File: src/rtl/ci_bus_pkg.sv
`default_nettype none

// Core bus types shared by the harness blocks
package ci_bus_pkg;

  // Byte address as seen on a core bus
  typedef logic [31:0] bus_addr_t;

  // One bus data word
  typedef logic [31:0] bus_data_t;

  // Host port selector, up to 16 memory ports
  typedef logic [3:0] port_sel_t;

  // Word index, byte address without bits 1:0
  typedef logic [29:0] word_idx_t;

endpackage : ci_bus_pkg

`default_nettype wire

File: src/rtl/ci_ctrl_pkg.sv
`default_nettype none

// Run control definitions for the CI harness
package ci_ctrl_pkg;

  // Loader phases
  typedef enum logic [1:0] {
    LOAD, // Core held in reset, host writes accepted
    HOLD, // Counting down to core release
    RUN   // Core running
  } loader_state_t;

  // A core write to this address ends the test
  localparam ci_bus_pkg::bus_addr_t TOHOST_ADDR = 32'h8000_0000;

  // Cycles between start and core release
  localparam int DEFAULT_RESET_CYCLES = 8;

endpackage : ci_ctrl_pkg

`default_nettype wire

File: src/rtl/ci_program_loader.sv
`timescale 1ns/1ps
`default_nettype none

module ci_program_loader #(
  parameter int N_PORTS          = 2,
  parameter int RESET_CLK_CYCLES = ci_ctrl_pkg::DEFAULT_RESET_CYCLES
) (
  input  wire logic                   sys_clk_i,
  input  wire logic                   arst_n_i,
  input  wire logic                   host_load_i,  // One cycle write strobe
  input  wire ci_bus_pkg::port_sel_t  host_port_i,
  input  wire ci_bus_pkg::bus_addr_t  host_addr_i,
  input  wire ci_bus_pkg::bus_data_t  host_data_i,
  input  wire logic                   host_start_i, // Release request
  output logic [N_PORTS-1:0]          load_we_o,
  output ci_bus_pkg::bus_addr_t       load_addr_o,
  output ci_bus_pkg::bus_data_t       load_data_o,
  output logic                        core_rst_o
);

  localparam int CNT_W = $clog2(RESET_CLK_CYCLES + 1);

  ci_ctrl_pkg::loader_state_t state_q;
  logic [CNT_W-1:0]           hold_cnt_q;

  always_ff @(posedge sys_clk_i or negedge arst_n_i) begin
    if (!arst_n_i) begin
      state_q    <= ci_ctrl_pkg::LOAD;
      hold_cnt_q <= '0;
    end else begin
      case (state_q)
        ci_ctrl_pkg::LOAD: begin
          if (host_start_i) begin
            state_q    <= ci_ctrl_pkg::HOLD;
            hold_cnt_q <= CNT_W'(RESET_CLK_CYCLES - 1); // Release lands on the Nth edge
          end
        end
        ci_ctrl_pkg::HOLD: begin
          if (hold_cnt_q == '0) begin
            state_q <= ci_ctrl_pkg::RUN;
          end else begin
            hold_cnt_q <= hold_cnt_q - 1'b1;
          end
        end
        default: state_q <= ci_ctrl_pkg::RUN; // Stays here until reset
      endcase
    end
  end

  // Core stays in reset until the countdown is over
  assign core_rst_o = (state_q != ci_ctrl_pkg::RUN);

  // One-hot strobe for the selected port, out of range ports dropped
  always_comb begin
    for (int p = 0; p < N_PORTS; p++) begin
      load_we_o[p] = host_load_i && (state_q == ci_ctrl_pkg::LOAD) &&
                     (host_port_i == ci_bus_pkg::port_sel_t'(p));
    end
  end

  assign load_addr_o = host_addr_i;
  assign load_data_o = host_data_i;

  a_load_onehot: assert property (
    @(posedge sys_clk_i) disable iff (!arst_n_i)
    $onehot0(load_we_o)
  ) else $error("more than one load strobe active");

endmodule : ci_program_loader

`default_nettype wire

File: config.mk
export PLATFORM = sky130hd
export DESIGN_NAME = ci_program_loader
export DESIGN_NICKNAME = d
export VERILOG_FILES = /design/src/rtl/ci_bus_pkg.sv /design/src/rtl/ci_ctrl_pkg.sv /design/src/rtl/ci_program_loader.sv
export SDC_FILE = /design/constraint.sdc
export NUM_CORES = 1
export LEC_CHECK = 0
export ABC_CLOCK_PERIOD_IN_PS = 1200
export BUFFER_PORTS_ARGS = -buffer_cell sky130_fd_sc_hd__buf_2
export CORE_ASPECT_RATIO = 2
export CORE_MARGIN = 2
export CORE_UTILIZATION = 25
export CTS_BUF_LIST = sky130_fd_sc_hd__clkbuf_2
export DETAILED_ROUTE_END_ITERATION = 12
export PLACE_DENSITY_LB_ADDON = 0.15
export SLEW_MARGIN = 20
export SYNTH_ARGS = -nofsm -noshare
export SYNTH_HDL_FRONTEND = slang
export SYNTH_SLANG_ARGS = --single-unit
File: constraint.sdc
create_clock -name sys_clk_i -period 1.2 [get_ports sys_clk_i]
set_input_delay 0.18 -clock sys_clk_i [delete_from_list [all_inputs] [get_ports sys_clk_i]]
set_output_delay 0.18 -clock sys_clk_i [all_outputs]
set_load 0.005 [all_outputs]
==> flow_summary.ini <==
[sta]
setup_ws_ns = -0.0501
rsz0062_at_grt = true
min_period_ns = 1.25
slew_viol_final = 0
period_share_pct = 104
finalHoldWorstSlack_ns = 0.238
fin_skew_ns = 0.000676
worst_pin_slew_ns = 0.340
finalHoldViolCount = 0
fmax_mhz = 800
maxSlewHeadroom_pct = 77.0
setup_violations = 5

[clock_network]
cts_root_buffer = clkbuf_2
cts_buffer_depth = 2
clk_pin_slew_ns = 0.07
htree_levels = 1
cts_tree = done
cts_sinks = 6
worstSkewPairLatency_ns = 0.22
cts_buffers = 3

[global_route]
grt_pass1_wl_um = 2220
grt_usage_pct = 8.04
antenna_found_initial = 0
grt_max_degree = 7
globalRouteOverflowTotal = 0
grt_pass1_vias = 503

[finish]
drive_gt1_share_pct = 57.4
finish.utilization_pct = 18.5
area_growth_pct = -29.0
nNetsFinal = 136
nFillCells = 352
antenna_cells = 0
finalInstanceArea_um2 = 584

[yosys]
synth_edf_count = 0
synth_cells = 100
synth_commonest_cells = buf_4, dfrtp_1, inv_1
syn-num-nets = 173
ys_top_cells_by_area = buf_4, dfrtp_1, mux2i_1
ys_ff_latch = 6
syn_area_um2 = 823
yosys.area.top_type_share_pct = 58.4
yosysSeqAreaShare_pct = 18.2
ys.flop_type = dfrtp_1
async_flop_share_pct = 100
yosysTopAreaCell = buf_4
yosysWarnings = 0
synth_cell_types = 20
yosysMostFrequentCell = buf_4
avgSynthCellArea_um2 = 8.23

[power]
netSwitchingPower_w = 0.000575
leakagePower_nw = 0.275
power_density_nw_per_um2 = 2390
p_total_w = 0.00140
sw_frac_of_total_pct = 41.1
seqPwrFrac_pct = 29.5
peakVddDrop_mv = 0.576
power_frac_comb_pct = 60.0
p_clk_share_pct = 10.5
intPower_w = 0.000824

[setup_path]
cp_data_required_time_ns = 1.32
worstPathArrival_ns = 1.37
worstSetupEndpointType = register
r2r_start = hold_cnt_q[0]$_DFFE_PN0P_
crit_type = reg2reg
crit_fanout = 3
start_kind = register
critical_path.startpoint = hold_cnt_q[0]$_DFFE_PN0P_

[route]
vias = 446
first_pass_iters = 4
drc_errors = 0
vias_per_cell = 4.85
drt-initial-drc-count = 3
finalWirelength_um = 1470
wl_per_cell_um = 16.0
ant_nets = 0

[floorplan]
die_x_um = 44.6
fp.coreArea_um2 = 3160
io_pins = 139
die_h_um = 85.2
initial_core_util_pct = 26.1
design.die.area_um2 = 3800
core.rowCount = 29

[placement]
place_area_um2 = 487
gp_congestion = 0.665
dp_hpwl_um = 1120
io_buffers = 10

[outcome]
status = finished with violations
violations = negative setup slack

[hold_path]
worstHoldStart = host_start_i
hold_class = in2reg

[flow_run]
maxCapViolCount = 0
==> per-stage QoR <==
step                      TNS, ns  cells  setup slack (ns)
after global placement    -0.0412     84           -0.0278
after detailed placement  -0.0984     84           -0.0397
final                      -0.133     92           -0.0501
after CTS                  -0.219     91           -0.0509
after floorplan           -0.0311    100           -0.0288
after global routing       -0.637     92            -0.122
==> sequential cells by signal, summed over array words and instances, names as in the netlist <==
name        count
state_q         2
hold_cnt_q      4
==> per-layer routing <==
layer / vias up / global-route usage (%) / share of wire [%]
li1: 180 / - / -
met1: 199 / 5.85 / 27
met2: 57 / 11.5 / 50
met3: 10 / 7.23 / 20
met4: 0 / 7.99 / 2.4
met5: - / 0 / 0
==> path summary, 6_finish.rpt <==
| kind | to | slack [ns] | depth (start not counted) |
|---|---|---|---|
| min reg2reg | hold_cnt_q[0]$_DFFE_PN0P_ | 0.61 | 2 |
| min | state_q[0]$_DFFE_PN0P_ | 0.24 | 2 |
| max reg2reg | state_q[0]$_DFFE_PN0P_ | -0.05 | 5 |
| max | state_q[0]$_DFFE_PN0P_ | -0.05 | 5 |
| max in group asynchronous | state_q[1]$_DFFE_PN0P_ | 0.71 | 2 |
| min in group asynchronous | hold_cnt_q[2]$_DFFE_PN0P_ | 0.31 | 2 |
==> area by class of cell <==
class | instances | area (µm²) | area share (%)
tap | 31 | 38.8 | 6.64
multi-input combinational | 25 | 210 | 36.0
clock buffer | 3 | 15.0 | 2.57
inverter | 5 | 21.3 | 3.64
timing repair buffer | 22 | 146 | 25.1
sequential | 6 | 153 | 26.1
==> worst max-delay path, cell delays in order (launching register included) <==
cell	delay, ns
dfrtp_1	0.38
inv_1	0.06
ha_2	0.18
inv_2	0.05
o311a_4	0.33
a21o_1	0.15
==> power groups by stage <==
| stage | Combinational (W) | Sequential, W | Clock, W |
|---|---|---|---|
| finish | 0.000839 | 0.000413 | 0.000147 |
| CTS | 0.000752 | 0.000402 | 0.000163 |
| global placement | 0.000630 | 0.000402 | 0 |
| detailed placement | 0.000618 | 0.000399 | 0 |
| floorplan | 0.000493 | 0.000391 | 0 |
| global route | 0.000927 | 0.000427 | 0.000176 |
==> placed cells by master (no fill, tap or decap) <==
cell type / instances
a21o_1: 1
a21oi_1: 3
and3_1: 1
buf_2: 10
buf_4: 10
buf_6: 1
clkbuf_2: 3
dfrtp_1: 4
dfrtp_2: 2
dlygate4sd3_1: 1
ha_2: 1
inv_1: 3
inv_2: 1
inv_4: 1
mux2i_1: 3
nand2_1: 1
nand2_2: 1
nand4_1: 1
nor2_1: 2
nor2_4: 1
nor2b_4: 1
nor3_2: 1
nor3_4: 1
nor4b_1: 1
o211ai_1: 1
o21ai_0: 2
o21ai_1: 1
o311a_4: 1
o41ai_1: 1
==> repair_timing <==
item	CTS	global route
buffers inserted	3	3
pin swaps	1	6
hold buffers	1	0
endpoints found under the hold margin	6	0
gates cloned	0	0
setup endpoints to repair	5	9
resized for setup	6	7
==> kinds of logic (layout without fill, tap and decap cells) <==
logic type | count (synthesis) | after routing | synth area share, %
adder cells (fa/ha/maj) | 1 | 1 | 1.52
AO/OA/AOI/OAI | 10 | 10 | 9.12
AND/OR/NAND/NOR | 11 | 11 | 6.84
flip-flops | 6 | 6 | 18.2
multiplexers | 3 | 3 | 3.65
buffers and inverters | 69 | 30 | 60.6
(Power assumes the default switching activity.)
