**src/rtl/ci_bus_pkg.sv**
```systemverilog
`default_nettype none

// Core bus types shared by the harness blocks
package ci_bus_pkg;

  // Byte address as seen on a core bus
  typedef logic [31:0] bus_addr_t;

  // One bus data word
  typedef logic [31:0] bus_data_t;

  // Host port selector, up to 16 memory ports
  typedef logic [3:0] port_sel_t;

  // Word index, byte address without bits 1:0
  typedef logic [29:0] word_idx_t;

endpackage : ci_bus_pkg

`default_nettype wire

```
**src/rtl/ci_ctrl_pkg.sv**
```systemverilog
`default_nettype none

// Run control definitions for the CI harness
package ci_ctrl_pkg;

  // Loader phases
  typedef enum logic [1:0] {
    LOAD, // Core held in reset, host writes accepted
    HOLD, // Counting down to core release
    RUN   // Core running
  } loader_state_t;

  // A core write to this address ends the test
  localparam ci_bus_pkg::bus_addr_t TOHOST_ADDR = 32'h8000_0000;

  // Cycles between start and core release
  localparam int DEFAULT_RESET_CYCLES = 8;

endpackage : ci_ctrl_pkg

`default_nettype wire

```
**src/rtl/ci_completion_monitor.sv**
```systemverilog
`timescale 1ns/1ps
`default_nettype none

module ci_completion_monitor #(
  parameter int N_PORTS = 2
) (
  input  wire logic                                sys_clk_i,
  input  wire logic                                arst_n_i,
  input  wire logic [N_PORTS-1:0]                  wr_evt_i,
  input  wire ci_bus_pkg::bus_addr_t [N_PORTS-1:0] wr_addr_i,
  input  wire ci_bus_pkg::bus_data_t [N_PORTS-1:0] wr_data_i,
  output logic                                     done_o,
  output ci_bus_pkg::bus_data_t                    result_o
);

  logic                  hit_any;
  ci_bus_pkg::bus_data_t hit_data;
  logic                  done_q;
  ci_bus_pkg::bus_data_t result_q;

  // Scan from the top so the lowest port is the last to assign
  always_comb begin
    hit_any  = 1'b0;
    hit_data = '0;
    for (int p = N_PORTS - 1; p >= 0; p--) begin
      if (wr_evt_i[p] && (wr_addr_i[p] == ci_ctrl_pkg::TOHOST_ADDR)) begin
        hit_any  = 1'b1;
        hit_data = wr_data_i[p];
      end
    end
  end

  always_ff @(posedge sys_clk_i or negedge arst_n_i) begin
    if (!arst_n_i) begin
      done_q <= 1'b0;
    end else if (hit_any) begin
      done_q <= 1'b1; // Sticky until reset
    end
  end

  // First tohost write only
  always_ff @(posedge sys_clk_i) begin
    if (hit_any && !done_q) begin
      result_q <= hit_data;
    end
  end

  assign done_o   = done_q;
  assign result_o = result_q;

  a_result_frozen: assert property (
    @(posedge sys_clk_i) disable iff (!arst_n_i)
    done_o |=> $stable(result_o)
  ) else $error("result changed after done");

endmodule : ci_completion_monitor

`default_nettype wire

```
**config.mk**
```make
export PLATFORM = sky130hd
export DESIGN_NAME = ci_completion_monitor
export DESIGN_NICKNAME = d
export VERILOG_FILES = /design/src/rtl/ci_bus_pkg.sv /design/src/rtl/ci_ctrl_pkg.sv /design/src/rtl/ci_completion_monitor.sv
export SDC_FILE = /design/constraint.sdc
export NUM_CORES = 1
export LEC_CHECK = 0
export ABC_AREA = 0
export BUFFER_PORTS_ARGS = -buffer_cell sky130_fd_sc_hd__buf_2
export CORE_ASPECT_RATIO = 0.9
export CORE_MARGIN = 2
export CORE_UTILIZATION = 35
export CTS_CLUSTER_SIZE = 14
export DETAILED_ROUTE_END_ITERATION = 8
export PLACE_DENSITY = 0.83
export SYNTH_ARGS = -nofsm -noshare
export SYNTH_HDL_FRONTEND = slang
export SYNTH_SLANG_ARGS = --single-unit
```
**constraint.sdc**
```tcl
create_clock -name sys_clk_i -period 2.2 [get_ports sys_clk_i]
set_input_delay 0.55 -clock sys_clk_i [delete_from_list [all_inputs] [get_ports sys_clk_i]]
set_output_delay 0.55 -clock sys_clk_i [all_outputs]
set_load 0.03 [all_outputs]
```
==> results of run 1 <==
## cells in the final DEF, fill, tap and decap left out
master / count
sky130_fd_sc_hd__nor4_1: 5
sky130_fd_sc_hd__nor4_2: 4
sky130_fd_sc_hd__nor4b_1: 2
sky130_fd_sc_hd__buf_2: 164
sky130_fd_sc_hd__nor4b_2: 1
sky130_fd_sc_hd__nor2_1: 1
sky130_fd_sc_hd__bufinv_16: 1
sky130_fd_sc_hd__a21oi_4: 1
sky130_fd_sc_hd__buf_4: 9
sky130_fd_sc_hd__nor3_1: 1
sky130_fd_sc_hd__clkbuf_16: 1
sky130_fd_sc_hd__mux2_4: 28
sky130_fd_sc_hd__clkbuf_1: 1
sky130_fd_sc_hd__or3_4: 1
sky130_fd_sc_hd__clkbuf_8: 6
sky130_fd_sc_hd__buf_12: 3
sky130_fd_sc_hd__mux2_1: 1
sky130_fd_sc_hd__dfrtp_1: 1
sky130_fd_sc_hd__or3_1: 1
sky130_fd_sc_hd__nand4_1: 2
sky130_fd_sc_hd__nand3_4: 1
sky130_fd_sc_hd__nand3b_1: 1
sky130_fd_sc_hd__nor3_4: 1
sky130_fd_sc_hd__and3_1: 1
sky130_fd_sc_hd__nor4b_4: 1
sky130_fd_sc_hd__edfxtp_1: 32
sky130_fd_sc_hd__buf_6: 2
sky130_fd_sc_hd__and4_1: 33
sky130_fd_sc_hd__or4_4: 1
sky130_fd_sc_hd__mux2_2: 3
## registers in the layout (all words and copies together) (netlist names)
| name | count |
|---|---|
| done_o | 1 |
| result_o | 32 |
## final cells by class
cell class	count	area, µm²	area share [%]
multi-input cells	90	1010	31.5
repair buffers	179	996	31.2
flip-flops and latches	33	986	30.9
well taps	70	87.6	2.74
clock buffers	7	86.3	2.70
clock inverters	1	30.0	0.941
## what timing repair did
item                                   in CTS  in global routing
gates resized for setup                     0                  7
endpoints found under the hold margin       0                  0
setup endpoints to repair                   0                 52
hold buffers                                0                  0
setup buffers                               0                  0
## layer usage
metal,global-route usage [%],vias up
li1,-,914
met1,19.6,899
met2,32.1,96
met5,0,-
met3,3.79,4
met4,4.30,0
## cells by family after synthesis
group / after synthesis
AND/OR/NAND/NOR: 57
flip-flops: 33
multiplexers: 32
buffers and inverters: 13
AO/OA/AOI/OAI: 1
## where the power goes
group | internal (mW) | switching, mW
sequential | 0.678 | 0.00000000125
combinational | 0.0903 | 0.0429
clock | 0.369 | 0.203
total | 1.14 | 0.246
## synth_stat cells (2+ instances only)
cell / number
sky130_fd_sc_hd__and4_1: 33
sky130_fd_sc_hd__buf_6: 4
sky130_fd_sc_hd__clkbuf_1: 6
sky130_fd_sc_hd__clkbuf_2: 3
sky130_fd_sc_hd__edfxtp_1: 32
sky130_fd_sc_hd__mux2_2: 3
sky130_fd_sc_hd__mux2_4: 28
sky130_fd_sc_hd__nand4_1: 2
sky130_fd_sc_hd__nor4_1: 9
sky130_fd_sc_hd__nor4b_1: 2
sky130_fd_sc_hd__nor4b_2: 2
sky130_fd_sc_hd__or3_1: 2
## how the worst max path moves through the flow
stage / from / to / slack, ns / cells after the start
finish: wr_addr_i[3] / result_o[29]$_DFFE_PP_ / 0.05 / 7
global route: wr_addr_i[29] / result_o[9]$_DFFE_PP_ / 0.01 / 7
CTS: wr_addr_i[29] / result_o[5]$_DFFE_PP_ / 0.01 / 7
detailed placement: wr_addr_i[29] / result_o[5]$_DFFE_PP_ / -0.28 / 7
global placement: wr_addr_i[3] / result_o[25]$_DFFE_PP_ / -0.24 / 7
floorplan: wr_addr_i[46] / result_o[0]$_DFFE_PP_ / -0.41 / 5
## per-stage QoR
step	area, µm²	instances
5_1_grt	3190	380
6_report	3190	380
4_1_cts	3110	378
2_1_floorplan	2040	136
3_5_place_dp	3000	370
3_3_place_gp	3000	370
==> results, run 1 <==
- The run finished with clean final reports.
- The die width is 83.7 µm.
- The count of clock tree sinks is 33.
- The final critical-path share of the clock period is 97.6%.
- By area, the combinational part of the netlist is dominated by multiplexers.
- Summed over all nets, wire length on met2 after detailed routing comes to 3180 µm.
- For the final database, setup skew stands at 0.00437 ns.
- Max-cap violations in this run came to 0.
- The worst hold slack across all endpoints is 0.0405 ns.
- Setup slack on the critical path of the routed design comes to 0.0527 ns.
- Ranked by total cell area, the synthesized netlist is headed by sky130_fd_sc_hd__edfxtp_1 (48%), sky130_fd_sc_hd__mux2_4 (21%), sky130_fd_sc_hd__and4_1 (14%), sky130_fd_sc_hd__nor4_1 (2.8%), sky130_fd_sc_hd__buf_6 (2.3%).
- The worst slew margin relative to its limit is 81.0%.
- In this run the mean area of a mapped cell was 14.7 µm².
- After Yosys synthesis, full adders, half adders and majority gates account for 0% of the synthesized area.
- The max-slew violation count is 0.
- Synthesis produced a netlist whose cell count is 136.
- The ratio of cells with drive above 1 in the final layout is 73.5%.
- Data on the critical path is required at its endpoint by 2.19 ns.
- The total nets after synthesis is 268.
- The distinct cell type count of the synthesized netlist is 22.
- Counting the fill cells in the layout gives 490.
- The critical path data arrival time is 2.14 ns.
- The number of buffers added by the clock tree synthesis step is 5.
- The post-route core utilization is 57.0%.
- The maximum clock path buffer count is 2.
- The category of the worst setup path capture point is a flip-flop.
- The path category of the worst min-delay check is in2async.
- The worst-case IR drop observed on VDD is 274 µV.
- In this run the power density over the cells is 433 nW/µm².
- The highest metal layer used by the detailed router is met4.
- The top cell type's share of synthesized area is 48.0%.
- Dividing the detail-routed wire length by the instance count gives 15.6 µm.
- The maximum clock frequency is 0.466 GHz.
- The via density per instance is 5.03.
- The root buffer cell is sky130_fd_sc_hd__clkbuf_8.
- The layout-stage area growth over the synthesis result is 59.4%.
- The final layout contains 441 nets.
- The total inserted antenna cells is 0.
- In this run the vertical extent of the chip is 75.8 µm.
- The number of placed I/O pins is 165.
- After global routing the overflow that remains totals 0.
- Entering global routing, the biggest net connects 21 pins.
- Setup total negative slack on the finished layout was measured at 0 ns.
- The startpoint identified for the worst register-to-register timing path is done_o$_DFFE_PN0P_.
- The placed wire-length estimate after detailed placement is 4700 µm.
- During synthesis, Yosys emitted a total of 0 warnings.
- The design draws 1.38 mW.
- The H-tree depth is 2.
- The initial antenna violation count is 0.
- STA classifies the critical path startpoint as an input pin.
- The cell area that synthesis handed to floorplanning was 2000 µm².
- Before antenna repair, the detailed router went through 4 iterations.
- The total wire length after detailed routing is 5920 µm.
- The cell with the biggest individual delay on the critical path is sky130_fd_sc_hd__or3_4.
- The number of DRC violations after detailed-routing iteration 0 is 39.
- For this run, asynchronously set or reset flops after synthesis account for 3.03%.
- The final number of setup-violating endpoints is 0.
- At the end of routability-driven placement, the weighted congestion stood at 0.789.
- Of all nets on the critical path, the largest fanout is 14.
- In this run, synthesis produced a sequential element count of 33.
- The share of synthesized area occupied by flip-flops and latches is 49.3%.
- The final route contains 1913 vias.
- The number of buffers and inverters on the critical path is 3.
- The number of global-route vias before repair is 1791.
- The delay contributed by the slowest stage of the critical path is 0.42 ns.
- In the synthesized netlist, mux cells make up 23.3% of the area.
- Setup repair after global routing left no endpoint under its margin.
- The clock-pin slew on the worst setup and hold paths is 0.06 ns.
- At the pin with the least slew margin, the transition time is 0.284 ns.
- For this block, wires on met1 add up to 2290 µm.
- The most used flip-flop cell after synthesis is sky130_fd_sc_hd__edfxtp_1.
- The critical setup path kind is in2reg.
- Summing the areas of all and, or, nand and nor instances in the mapped netlist gives 23.1% of the synthesized area.
- The reg-to-reg critical path endpoint is result_o[29]$_DFFE_PP_.
- The total global-route track usage is 16.8%.
- The floorplan row count is 26.
- The number of enable flip-flop cells after synthesis is 32.
- On the critical path the largest part of the delay comes from simple AND/OR/NAND/NOR gates.
- The library cell occupying the most area in the post-synthesis netlist is sky130_fd_sc_hd__edfxtp_1.
- The final critical-path required period is 2.15 ns.
- After Yosys synthesis, XOR and XNOR cells account for 0% of the synthesized area.
- The clock latency on the worst-skew pair is 0.27 ns.
- The core region is 5600 µm².
- For this configuration, the core starts out at a cell density of 35.8%.
- In this run the remaining antenna-violating nets after routing total 0.
- The depth of the most critical reg-to-reg path is 2.
- The routed length on met3 is 414 µm.
- The count of input and output buffers is 164.
- TritonCTS built the clock tree.
- The complex-gate fraction of the synthesized area is 0.250%.
- The worst setup timing slack at the placement stage is -0.284 ns.
- The die outline area is 6340 µm².
- The final-report hold violation count is 0.
- The number of design rule violations left after detail routing is 0.
- The signal on the critical path passes through buf_2, nor4_2, nand4_1, or3_4, buf_12, a21oi_4, clkbuf_16.
- The worst setup slack for register-to-register paths is 0.99 ns.
- The wire length of the first global-routing pass is 8250 µm.
- For this design the static power due to leakage is 1.44 nW.
(Power assumes the default switching activity.)
==> run 2, diff against run 1 <==
- ABC_CLOCK_PERIOD_IN_PS: default -> 2200
- CORE_MARGIN: 2 -> 4
==> results, run 2 (same netlist as run 1, synthesis figures left out) <==
- The flow ran to the end, and the final reports show no timing, DRC or antenna violations.
- The max-slew violation count was 0 (unchanged).
- The worst setup path is launched from an input pin.
- The number of design rule violations left after detail routing is 0 (unchanged).
- The final critical-path share of the clock period is 96.1% (-1.5 points).
- The number of nets with antenna violations after detailed routing is 0 (unchanged).
- The layout-stage area growth over the synthesis result is 57.5%.
- The die width is 87.7 µm (+4.8%).
- The total global-route track usage was 17.3% (+0.51 points).
- The critical path data arrival time came to 2.12 ns (-0.02 ns).
- The core region area was 5410 µm² (-3.3%).
- The overall die height is 79.8 µm (+5.3%).
- The worst setup path is captured at a flip-flop.
- The worst slew margin relative to its limit is 77.5% (-3.5 points).
- The initial antenna violation count is 0 (unchanged).
- The count of input and output buffers is 164 (unchanged).
- The number of DRC violations after detailed-routing iteration 0 is 44 (+13%).
- The clock latency on the worst-skew pair is 0.28 ns (about the same).
- The instance area at placement is 2970 µm² (-0.79%).
- The number of placed I/O pins is 165 (unchanged).
- The maximum fanout count along the critical path is 12 (-2).
- The sum of negative setup slack is 0 ns (unchanged).
- The slowest stage of the critical path is the sky130_fd_sc_hd__or3_4 cell.
- The worst setup skew after layout is 0.00371 ns (-0.000663 ns).
- The count of clock tree sinks is 33 (unchanged).
- The count of max-cap constraint violations is 0 (unchanged).
- The routability-driven placement congestion ratio came to 0.763 (-3.3%).
- The number of iterations in the first detailed-routing pass came to 4 (unchanged).
- The maximum clock path buffer count came to 2 (unchanged).
- The maximum clock frequency is 0.473 GHz (+1.6%).
- The delay contributed by the slowest stage of the critical path came to 0.42 ns (about the same).
- The number of global-route vias before repair came to 1936 (+8.1%).
- The final-report hold violation count is 0 (unchanged).
- The min-delay analysis places its worst path in the category in2async.
- On the critical path the largest part of the delay comes from simple AND/OR/NAND/NOR gates.
- The post-route cell area is 3150 µm² (-1.2%).
- The critical path goes through buf_2, nor4b_2, nand4_1, or3_4, buf_12, a21oi_4, clkbuf_16.
- The average routed wire per standard cell was 15.9 µm (+2.1%).
- The number of buffers added for setup after CTS is 0 (unchanged).
- The final critical-path required period is 2.11 ns (-0.0340 ns).
- TritonCTS built the clock tree.
- The data required time at the worst endpoint was 2.20 ns (about the same).
- The wire length of the first global-routing pass is 9180 µm (+11%).
- The initial core utilization was 37.0% (+1.2 points).
- The net total in the final layout is 441 (unchanged).
- The leakage power figure is 1.42 nW (-1.4%).
- The remaining global-route overflow was 0 (unchanged).
- The floorplan row count is 25 (-3.8%).
- Leaving out fill and tap cells, the most frequent cells in the layout are sky130_fd_sc_hd__buf_2 (164), sky130_fd_sc_hd__and4_1 (33), sky130_fd_sc_hd__edfxtp_1 (32).
- The final number of setup-violating endpoints is 0 (unchanged).
- The most common cell after layout, fill and taps aside is sky130_fd_sc_hd__buf_2.
- The placed wire-length estimate after detailed placement is 4930 µm (+4.9%).
- The buffers plus inverters on the worst setup path was 3 (unchanged).
- The clock-pin slew on the worst setup and hold paths was 0.07 ns (about the same).
- The worst setup slack for register-to-register paths came to 1.01 ns (+0.02 ns).
- The total inserted antenna cells is 0 (unchanged).
- The total placed cells including tap cells came to 366 (-1.1%).
- The worst-margin pin slew is 0.333 ns (+0.0483 ns).
- The largest net degree at the start of global routing is 33 (+57%).
- The worst IR drop on VDD is 359 µV (+31%).
- The flip-flop count of the largest register after layout is 32 (unchanged).
- The ratio of cells with drive above 1 in the final layout is 73.2% (-0.32 points).
- The die outline area is 7000 µm² (+10%).
- The via density per instance is 5.00 (-0.73%).
- The H-tree depth came to 2 (unchanged).
- The number of buffers added by the clock tree synthesis step is 5 (unchanged).
- The power density over the cells is 436 nW/µm² (+0.49%).
- The total wire length after detailed routing is 6000 µm (+1.3%).
- Clock tree synthesis selected as its root buffer the cell sky130_fd_sc_hd__clkbuf_8.
- The total via count in the routed design is 1884 (-1.5%).
- The setup path with the least slack is of type in2reg.
- The non-filler instance count after layout came to 377 (-0.79%).
==> run 2: changes by cell type in the layout (fill, tap and decap cells not counted), sizes merged <==
cell / before / now
clkinvlp: 0 / 1
clkinv: 0 / 1
clkbuf: 8 / 6
==> run 2: worst paths after layout <==
path	cells past startpoint	startpoint	endpoint
worst max-delay path	7	wr_addr_i[29]	result_o[30]$_DFFE_PP_
worst max register to register	2	done_o$_DFFE_PN0P_	result_o[30]$_DFFE_PP_
min in group sys_clk_i	2	wr_data_i[2]	result_o[2]$_DFFE_PP_
max in group asynchronous	1	arst_n_i	done_o$_DFFE_PN0P_
worst min-delay path	1	arst_n_i	done_o$_DFFE_PN0P_
worst min register to register	1	done_o$_DFFE_PN0P_	done_o$_DFFE_PN0P_
==> run 2: what timing repair did <==
item                       CTS  global route
gates cloned                 0             3
setup endpoints to repair   28            56
resized for setup            2             3
hold buffers                 0             0
pin swaps                    0             1
==> run 2: layout make-up <==
class / instances / area, µm²
repair buffers: 179 / 983
clock buffers: 5 / 68.8
fillers: 465 / 2260
flip-flops and latches: 33 / 986
clock inverters: 3 / 46.3
well taps: 67 / 83.8
multi-input cells: 90 / 985
==> run 2: report_power, final <==
group          internal (mW)  switching [mW]
Combinational         0.0887          0.0395
Clock                  0.339           0.228
Sequential             0.678   0.00000000109
Total                   1.11           0.268
==> run 2: per-layer routing <==
layer  vias to the layer above  wire [µm]  global-route usage, %
li1                        919          -                      -
met5                         -          0                      0
met1                       869       2210                   19.8
met4                         0         31                   4.29
met2                        94       3320                   32.8
met3                         2        441                   3.20
==> run 2: stage by stage <==
stage | hold slack, ns | setup slack (ns) | total power [mW] | util [%]
after floorplan | 0.254 | -0.409 | 0.704 | -
after global placement | 0.329 | -0.241 | 0.817 | 55.0
after detailed placement | 0.328 | -0.325 | 0.819 | 55.0
after CTS | 0.0179 | 0.0253 | 1.39 | 57.3
after global routing | 0.00965 | -0.000964 | 1.44 | 58.3
final | 0.0305 | 0.0866 | 1.37 | 58.3
